<file path="src/fifo_consts.svh">
`ifndef FIFO_CONSTS_SVH
`define FIFO_CONSTS_SVH

// storage geometry, depth must be a power of two
`define FIFO_DEPTH 32
`define FIFO_AW 5           // log2 of depth
`define FIFO_CW 6           // count runs 0..depth

// payload fields
`define FIFO_DATA_W 16
`define FIFO_TAG_W 4

// fixed thresholds, each within 1..depth-1
`define FIFO_AFULL_TH 20    // almost full when count >= this
`define FIFO_AEMPTY_TH 5    // almost empty when count <= this

// depths below this use a one-hot count for empty/full
`define FIFO_ONEHOT_LIMIT 8

`endif

</file>
<file path="src/fifo_payload_pkg.sv">
`default_nettype none

`include "fifo_consts.svh"

package fifo_payload_pkg;

    // framed word carried through the fifo
    // last marks the final word of a frame
    typedef struct packed {
        logic                    last;
        logic [`FIFO_TAG_W-1:0]  tag;
        logic [`FIFO_DATA_W-1:0] data;
    } fifo_word_t;

endpackage

`default_nettype wire

</file>
<file path="src/fifo_status_pkg.sv">
`default_nettype none

`include "fifo_consts.svh"

package fifo_status_pkg;

    // occupancy flags, all registered in the controller
    typedef struct packed {
        logic empty;
        logic full;
        logic almost_empty;
        logic almost_full;
    } fifo_flags_t;

    // stored word count, one bit wider than the address
    typedef logic [`FIFO_CW-1:0] fifo_cnt_t;

    // value the flags take out of reset
    localparam fifo_flags_t FIFO_FLAGS_RST = '{
        empty:        1'b1,
        full:         1'b0,
        almost_empty: 1'b1,
        almost_full:  1'b0
    };

endpackage

`default_nettype wire

</file>
<file path="src/fifo_ctrl.sv">
`timescale 1ns/10ps
`default_nettype none

`include "fifo_consts.svh"

module fifo_ctrl
    import fifo_status_pkg::*;
(
    input  wire                clk,
    input  wire                rst_n,
    input  wire                wen,
    input  wire                ren,
    output fifo_flags_t        flags,
    output fifo_cnt_t          count,
    output logic               ram_wen,
    output logic [`FIFO_AW-1:0] ram_waddr,
    output logic               ram_ren,
    output logic [`FIFO_AW-1:0] ram_raddr
);

    // thresholds shifted by one, so the next flag value comes from
    // the count before it is stepped
    localparam fifo_cnt_t TOP_CNT = fifo_cnt_t'(`FIFO_DEPTH - 1);
    localparam fifo_cnt_t ONE_CNT = fifo_cnt_t'(1);
    localparam fifo_cnt_t AE_LO   = fifo_cnt_t'(`FIFO_AEMPTY_TH - 1);
    localparam fifo_cnt_t AE_HI   = fifo_cnt_t'(`FIFO_AEMPTY_TH + 1);
    localparam fifo_cnt_t AF_LO   = fifo_cnt_t'(`FIFO_AFULL_TH - 1);
    localparam fifo_cnt_t AF_HI   = fifo_cnt_t'(`FIFO_AFULL_TH + 1);

    logic               do_wr;      // accepted write
    logic               do_rd;      // accepted read
    logic               inc;        // net count change +1
    logic               dec;        // net count change -1
    logic               cnt_is_top; // count == depth-1
    logic               cnt_is_one; // count == 1
    fifo_flags_t        flags_nxt;
    fifo_cnt_t          count_nxt;
    logic [`FIFO_AW-1:0] wptr;
    logic [`FIFO_AW-1:0] rptr;

    // requests qualified with the registered flags
    assign do_wr = wen & ~flags.full;
    assign do_rd = ren & ~flags.empty;

    // write and read together leave the count alone
    assign inc = do_wr & ~do_rd;
    assign dec = do_rd & ~do_wr;

    generate
        if (`FIFO_DEPTH < `FIFO_ONEHOT_LIMIT) begin : g_onehot
            // bit i set when i words are stored
            logic [`FIFO_DEPTH:0] cnt_oh;

            always_ff @(posedge clk or negedge rst_n)
            begin
                if (!rst_n)
                    cnt_oh <= {{`FIFO_DEPTH{1'b0}}, 1'b1};
                else if (inc)
                    cnt_oh <= {cnt_oh[`FIFO_DEPTH-1:0], 1'b0}; // shift up
                else if (dec)
                    cnt_oh <= {1'b0, cnt_oh[`FIFO_DEPTH:1]};   // shift down
            end

            assign cnt_is_top = cnt_oh[`FIFO_DEPTH-1];
            assign cnt_is_one = cnt_oh[1];
        end
        else begin : g_binary
            assign cnt_is_top = (count == TOP_CNT);
            assign cnt_is_one = (count == ONE_CNT);
        end
    endgenerate

    // next count and flags from the present count
    always_comb
    begin
        flags_nxt = flags;
        count_nxt = count;
        if (inc)
        begin
            flags_nxt.empty        = 1'b0;
            flags_nxt.full         = cnt_is_top;
            flags_nxt.almost_empty = (count <= AE_LO);
            flags_nxt.almost_full  = (count >= AF_LO);
            count_nxt              = count + 1'b1;
        end
        else if (dec)
        begin
            flags_nxt.empty        = cnt_is_one;
            flags_nxt.full         = 1'b0;
            flags_nxt.almost_empty = (count <= AE_HI);
            flags_nxt.almost_full  = (count >= AF_HI);
            count_nxt              = count - 1'b1;
        end
    end

    always_ff @(posedge clk or negedge rst_n)
    begin
        if (!rst_n)
        begin
            flags <= FIFO_FLAGS_RST;
            count <= '0;
        end
        else
        begin
            flags <= flags_nxt;
            count <= count_nxt;
        end
    end

    // pointers wrap on their own, depth is a power of two
    always_ff @(posedge clk or negedge rst_n)
    begin
        if (!rst_n)
            wptr <= '0;
        else if (do_wr)
            wptr <= wptr + 1'b1;
    end

    always_ff @(posedge clk or negedge rst_n)
    begin
        if (!rst_n)
            rptr <= '0;
        else if (do_rd)
            rptr <= rptr + 1'b1;
    end

    // ram strobes, never the same slot in one cycle since
    // a read needs a stored word and a write needs a free one
    assign ram_wen   = do_wr;
    assign ram_waddr = wptr;
    assign ram_ren   = do_rd;
    assign ram_raddr = rptr;

endmodule

`default_nettype wire

</file>
<file path="src/fifo_ram.sv">
`timescale 1ns/10ps
`default_nettype none

`include "fifo_consts.svh"

module fifo_ram
    import fifo_payload_pkg::*;
#(
    parameter type word_t = fifo_word_t
)
(
    input  wire                 clk,
    input  wire                 wen,
    input  wire [`FIFO_AW-1:0]  waddr,
    input  word_t               din,
    input  wire                 ren,
    input  wire [`FIFO_AW-1:0]  raddr,
    output word_t               dout
);

    word_t mem [`FIFO_DEPTH];

    // synchronous write port
    always_ff @(posedge clk)
    begin
        if (wen)
            mem[waddr] <= din;
    end

    // read register, one cycle latency
    // holds the last word until the next read
    always_ff @(posedge clk)
    begin
        if (ren)
            dout <= mem[raddr];
    end

endmodule

`default_nettype wire

</file>
<file path="src/fifo_std.sv">
`timescale 1ns/10ps
`default_nettype none

`include "fifo_consts.svh"

module fifo_std
    import fifo_status_pkg::*;
    import fifo_payload_pkg::*;
(
    input  wire         clk,
    input  wire         rst_n,
    input  wire         wen,
    input  fifo_word_t  din,
    input  wire         ren,
    output fifo_word_t  dout,    // valid the cycle after an accepted read
    output fifo_flags_t flags,
    output fifo_cnt_t   count
);

    // controller to ram
    logic                ram_wen;
    logic [`FIFO_AW-1:0] ram_waddr;
    logic                ram_ren;
    logic [`FIFO_AW-1:0] ram_raddr;

    fifo_ctrl fifo_ctrl_inst (
        .clk       (clk),
        .rst_n     (rst_n),
        .wen       (wen),
        .ren       (ren),
        .flags     (flags),
        .count     (count),
        .ram_wen   (ram_wen),
        .ram_waddr (ram_waddr),
        .ram_ren   (ram_ren),
        .ram_raddr (ram_raddr)
    );

    // payload goes straight into the ram, ram output is dout
    fifo_ram #(
        .word_t (fifo_word_t)
    ) fifo_ram_inst (
        .clk   (clk),
        .wen   (ram_wen),
        .waddr (ram_waddr),
        .din   (din),
        .ren   (ram_ren),
        .raddr (ram_raddr),
        .dout  (dout)
    );

endmodule

`default_nettype wire

</file>
<file path="config.mk">
export PLATFORM = sky130hd
export DESIGN_NAME = fifo_std
export DESIGN_NICKNAME = d
export VERILOG_FILES = /design/src/fifo_payload_pkg.sv /design/src/fifo_status_pkg.sv /design/src/fifo_ctrl.sv /design/src/fifo_ram.sv /design/src/fifo_std.sv
export VERILOG_INCLUDE_DIRS = /design/src
export SDC_FILE = /design/constraint.sdc
export NUM_CORES = 1
export LEC_CHECK = 0
export BUFFER_PORTS_ARGS = -buffer_cell sky130_fd_sc_hd__buf_2
export CAP_MARGIN = 20
export CORE_ASPECT_RATIO = 0.9
export CORE_MARGIN = 2
export CORE_UTILIZATION = 45
export DETAILED_ROUTE_END_ITERATION = 10
export PLACE_DENSITY = 0.62
export SLEW_MARGIN = 20
export SYNTH_ARGS = -nofsm -noshare
export SYNTH_HDL_FRONTEND = slang
export SYNTH_HIERARCHICAL = 1
export SYNTH_SLANG_ARGS = --single-unit
</file>
<file path="constraint.sdc">
create_clock -name clk -period 8.1 [get_ports clk]
set_input_delay 0.405 -clock clk [delete_from_list [all_inputs] [get_ports clk]]
set_output_delay 0.405 -clock clk [all_outputs]
set_load 0.01 [all_outputs]
</file>
# Word level (Yosys, flattened, before mapping)
# Memory sizes are Yosys's and may differ from the RTL's. A register that Yosys moved wholly into a read port is not among the register bits.
# Index checks and enable logic that the tools add are counted.
# totals
ram_bits,672
elab_cells,33
memories,1
inputBits,25
out_inout_bits,31
ff_bits,20
# classes
bitwise_logic,8
eq_ne,2
muxes,6
magnitude_cmp,4
reduce_logical,1
n_addsub,4
# mem_list
memory,depth,word_bits,rd,rd_clocked_by_memory_dff,wr,line,source
fifo_ram_inst.mem,32,21,1,1,1,fifo_ram.sv:21,word_t mem [`FIFO_DEPTH];
# ops
operator,n
>= comparator 6 x 5 -> 1 bit (second input constant),2
<= comparator 6 x 3 -> 1 bit (second input constant),2
two-way mux 6 bit,2
adder 5 x 1 -> 5 bit (second input constant),2
two-way mux 4 bit,2
adder 6 x 1 -> 6 bit (second input constant),1
equality test 6 x 1 -> 1 bit (second input constant),1
equality test 6 x 5 -> 1 bit (second input constant),1
subtractor 6 x 1 -> 6 bit (second input constant),1
bitwise AND 1 bit,4
inverter 1 bit,4
two-way mux 1 bit,2
nonzero test 2 bit,1

# Logic depth before layout (Yosys ltp)
# depth
ltp_word,6
mapped_depth,8
depth_no_buf,6

# Hierarchy
# The synthesis kept the hierarchy.
# by_module_without_submodules
mod,area_each_um2,seq_area_each_um2,cells_per_inst,n_inst
fifo_ram,26962.1,20810.0,1481,1
fifo_ctrl,1037.2,503.0,91,1

# Worst setup path after synthesis
# Ideal clock, no wire load.
# synth_path
kind,reg2reg
start,"register, netlist name fifo_ctrl_inst/flags[2]"
end,"memory fifo_ram_inst/mem[12][0] (netlist bit), enable pin"
setup_ns,0.399
n_path_buf,2
t_arrival_ns,2.376
t_required_ns,7.701
path_slack_ns,5.325
stages_incl_launch_ff,6
period_less_slack_ns,2.775
cell_sequence,dfrtp_1 -> nor2b_1 -> clkbuf_1 -> or3b_2 -> clkbuf_1 -> nor2_1
# synth_between
elab_chain_cells,4
# synth_rtl
item,line,source
inverter 1 bit,fifo_ctrl.sv:42,assign do_wr = wen & ~flags.full;
bitwise AND 1 bit,fifo_ctrl.sv:42,
named net ram_wen,fifo_std.sv:21,logic ram_wen;
two-way mux 1 bit,fifo_ram.sv:26,if (wen)
two-way mux 1 bit (implied by the code),fifo_ram.sv:27,mem[waddr] <= din;
end: declaration,fifo_ram.sv:21,
# The timed path passes the listed nets, and every way through them passes these cells.

==> implementation parameters <==
Parameter                              Value

Outcome
  Run status ... finished clean

Placed design
  # placed instances ... 2365
  Buffers added on ports ... 55
  Post-place instance area ... 29200 µm²
  Worst slack at placement ... 4.70 ns
  Global placer's final weighted congestion ... 0.781
  Total half-perimeter wirelength after legalization and detailed placement ... 36.5 mm

Power and ir drop
  PwrDens ... 350 nW/µm²
  Internal power contribution ... 7.50 mW
  Combinational fraction of design power ... 27.5%
  Net switching power of the design ... 3.53 mW
  Share of total power in the clock network ... 29.8%
  Leakage ... 11.0 nW
  Tot Pwr ... 11.0 mW
  Register share of total power ... 42.7%
  Switching portion of total power ... 32.0%
  VDD IR max ... 0.262 mV

STA
  Number of max-slew violations in the final report ... 0
  Minimum clock period after layout ... 3.42 ns
  Final hold violation count ... 0
  Final setup slack of the worst path ... 4.68 ns
  Worst clock skew ... 0.0309 ns
  Total negative slack for setup checks ... 0 ns
  Hold Slack ... 0.272 ns
  Highest clock rate ... 292 MHz
  Final clock period utilization by the worst path ... 42.3%
  RSZ-0062 raised after global routing ... false
  Headroom to the max-slew limit ... 24.9%
  Setup Viol. Count Final ... 0
  Slew at the pin with the worst max-slew slack ... 1.13 ns

Route
  Wire length per cell ... 26.2 µm
  Number of detailed-route iterations in the first pass ... 5
  Violation count after the first detailed-routing iteration ... 1337
  DRC errors left ... 0
  Via-to-Cell Ratio ... 5.77
  Number of nets still failing antenna checks after routing ... 0
  Total wire length ... 65.4 mm
  Number of vias in the routed layout ... 14400

Cells and area
  Post-route non-filler standard cell count ... 2499
  Ratio of cells with drive above 1 in the final layout ... 14.2%
  End-of-flow core utilization ... 51.4%
  Number of filler cells placed in the layout ... 4917
  Final instance area ... 31500 µm²
  NumNets Final ... 1682
  Area growth syn-to-layout ... 12.7%

Global routing
  First-pass GRT wire length ... 95.8 mm
  Overall fraction of global-route tracks in use ... 20.5%
  Leftover overflow at the end of global routing ... 0
  Pin count of the biggest net entering global routing ... 144
  Number of global-route vias before repair ... 14300
  Antenna violations before repair ... 2

Die
  Die area ... 64200 µm²
  # rows ... 86
  Die X-Extent ... 267 µm
  Number of ports placed on the die boundary ... 56
  Starting density of the core ... 45.7%
  Core region area ... 61300 µm²
  Die Y ... 241 µm

Critical path
  Endpoint required time on the critical path ... 8.40 ns
  Setup slack, reg-to-reg ... 4.68 ns
  Max FO, Critical Path ... 55
  Bufs and invs on worst path ... 1
  Critical Path AT ... 3.72 ns
  CP Cell Sequence ... buf_4 -> mux2i_1 -> a22o_1 -> nor3_1 -> a31oi_1 -> nand3_1
  Endpoint type of the worst setup path ... flip-flop
  Cell class contributing the biggest share of worst-path delay ... flip-flops
  Delay of the slowest cell on the worst path ... 1.10 ns
  Startpoint type of the worst setup path ... flip-flop
  Master of the slowest instance on the critical path ... sky130_fd_sc_hd__dfrtp_4
  WS Path Type ... flip-flop to flip-flop

Synthesis
  Count of unique library cells instantiated by Yosys ... 45
  Share of flip-flops with an asynchronous set or reset ... 2.81%
  Mean post-synth cell area ... 17.8 µm²
  Flip-flop and latch count after synthesis ... 713
  Syn_nets ... 1605
  Synth warn ... 6
  Main synth FF type ... sky130_fd_sc_hd__edfxtp_1
  EDFF count, synth ... 693
  Area of the mapped netlist ... 28000 µm²
  Sequential area share after synthesis ... 76.1%
  Synth Instances ... 1572

Clock tree
  CTS tree ... built
  Root buffer cell ... sky130_fd_sc_hd__clkbuf_16
  Clock net sink count ... 713
  CTS H-tree lvls ... 3
  Setup Fix Bufs, Post-CTS ... 0
  Clock transition time at the flip-flop clock pins of the worst setup and hold paths ... 0.06 ns
  Number of cells upsized or downsized after cts ... 0
  Source-to-sink clock delay at the later pin of the worst-skew pair ... 0.61 ns
  Count of hold-fix buffers inserted at cts ... 1
  Maximum root-to-sink buffer count ... 3
  Inserted Clock Buffers ... 72

Hold path
  Worst hold-check path type ... input port to flip-flop

Run
  Max_cap viols ... 0
-- final cells by class --
| type | count | area (µm²) | area share [%] |
|---|---|---|---|
| clock inverter | 35 | 327 | 1.04 |
| clock buffer | 96 | 2020 | 6.39 |
| inverter | 4 | 15.0 | 0.0476 |
| antenna | 1 | 2.50 | 0.00793 |
| multi-input combinational | 765 | 6230 | 19.7 |
| sequential | 713 | 21300 | 67.6 |
| tap | 792 | 991 | 3.14 |
| timing repair buffer | 93 | 648 | 2.05 |
-- worst paths after layout --
path	cells after the start	end	from
max	6	fifo_ram_inst/dout[2]$_DFFE_PP_	fifo_ctrl_inst/ram_raddr[0]$_DFFE_PN0P_
min	2	fifo_ram_inst/dout[8]$_DFFE_PP_	ren
max reg2reg	6	fifo_ram_inst/dout[2]$_DFFE_PP_	fifo_ctrl_inst/ram_raddr[0]$_DFFE_PN0P_
min reg2reg	2	fifo_ctrl_inst/flags[2]$_DFFE_PN0P_	fifo_ctrl_inst/flags[2]$_DFFE_PN0P_
max in group asynchronous	2	fifo_ctrl_inst/ram_raddr[0]$_DFFE_PN0P_	rst_n
min in group asynchronous	2	fifo_ctrl_inst/ram_waddr[2]$_DFFE_PN0P_	rst_n
-- synth_stat cells (all sizes together) (2+ instances only) --
| library cell | number | area share (%) |
|---|---|---|
| dfstp | 2 | 0.19 |
| nand3b | 5 | 0.13 |
| xnor2 | 8 | 0.25 |
| mux2i | 337 | 12 |
| nand3 | 45 | 0.80 |
| clkbuf | 35 | 0.50 |
| a22o | 43 | 1.3 |
| a22oi | 84 | 2.3 |
| a21oi | 44 | 0.79 |
| inv | 4 | 0.054 |
| dfrtp | 18 | 1.6 |
| ha | 8 | 0.36 |
| a31oi | 21 | 0.47 |
| o21ai | 3 | 0.054 |
| nand2 | 49 | 0.66 |
| nor2 | 37 | 0.50 |
| nand4 | 27 | 0.60 |
| or3b | 4 | 0.13 |
| buf | 55 | 1.7 |
| mux2 | 2 | 0.080 |
| edfxtp | 693 | 74 |
| nor2b | 5 | 0.11 |
| nand2b | 2 | 0.045 |
| or3 | 2 | 0.049 |
| xor2 | 6 | 0.19 |
| nor3 | 21 | 0.38 |
-- sequential cells by signal, indices dropped and copies added (netlist names) --
| name | count |
|---|---|
| fifo_ram_inst/mem | 672 |
| fifo_ram_inst/dout | 21 |
| fifo_ctrl_inst/count | 6 |
| fifo_ctrl_inst/ram_raddr | 5 |
| fifo_ctrl_inst/ram_waddr | 5 |
| fifo_ctrl_inst/flags | 4 |
-- cell usage in the layout (no fill, tap or decap), types with 8 or more instances in the layout --
cell type	instances
sky130_fd_sc_hd__clkinv_2	10
sky130_fd_sc_hd__dfrtp_1	17
sky130_fd_sc_hd__nand4_1	27
sky130_fd_sc_hd__nor2_2	19
sky130_fd_sc_hd__clkinv_1	15
sky130_fd_sc_hd__a22o_1	43
sky130_fd_sc_hd__a21oi_1	44
sky130_fd_sc_hd__clkbuf_1	16
sky130_fd_sc_hd__nor3_1	21
sky130_fd_sc_hd__edfxtp_1	693
sky130_fd_sc_hd__buf_2	55
sky130_fd_sc_hd__nor2_4	14
sky130_fd_sc_hd__nand3_1	45
sky130_fd_sc_hd__a22oi_1	84
sky130_fd_sc_hd__buf_4	32
sky130_fd_sc_hd__xnor2_1	8
sky130_fd_sc_hd__clkbuf_16	76
sky130_fd_sc_hd__a31oi_1	21
sky130_fd_sc_hd__ha_1	8
sky130_fd_sc_hd__mux2i_1	337
sky130_fd_sc_hd__nand2_1	49
-- cell families after synthesis --
family | after synthesis | share of synthesized area, %
AO/OA/AOI/OAI | 200 | 5.08
XOR/XNOR | 14 | 0.438
adder cells (fa/ha/maj) | 8 | 0.358
buffers and inverters | 94 | 2.27
flip-flops | 713 | 76.1
multiplexers | 339 | 12.1
AND/OR/NAND/NOR | 204 | 3.61
-- per-layer routing --
metal  vias to the layer above  track usage [%]  part of all wire, %
met4                         4             6.74                  3.0
met5                         -                0                0.035
met3                       103             3.58                  5.7
li1                       6421                -                    -
met1                      7419             28.2                   43
met2                       483             33.4                   48
-- power groups by stage --
stage,sequential (mW),combinational [mW],clock [mW]
after floorplan,4.65,2.19,0
final,4.71,3.03,3.29
after global placement,4.78,2.99,0
after global routing,4.74,3.25,3.48
after detailed placement,4.79,3.05,0
after CTS,4.71,3.06,3.34
Power figures use the tool's default switching activity.
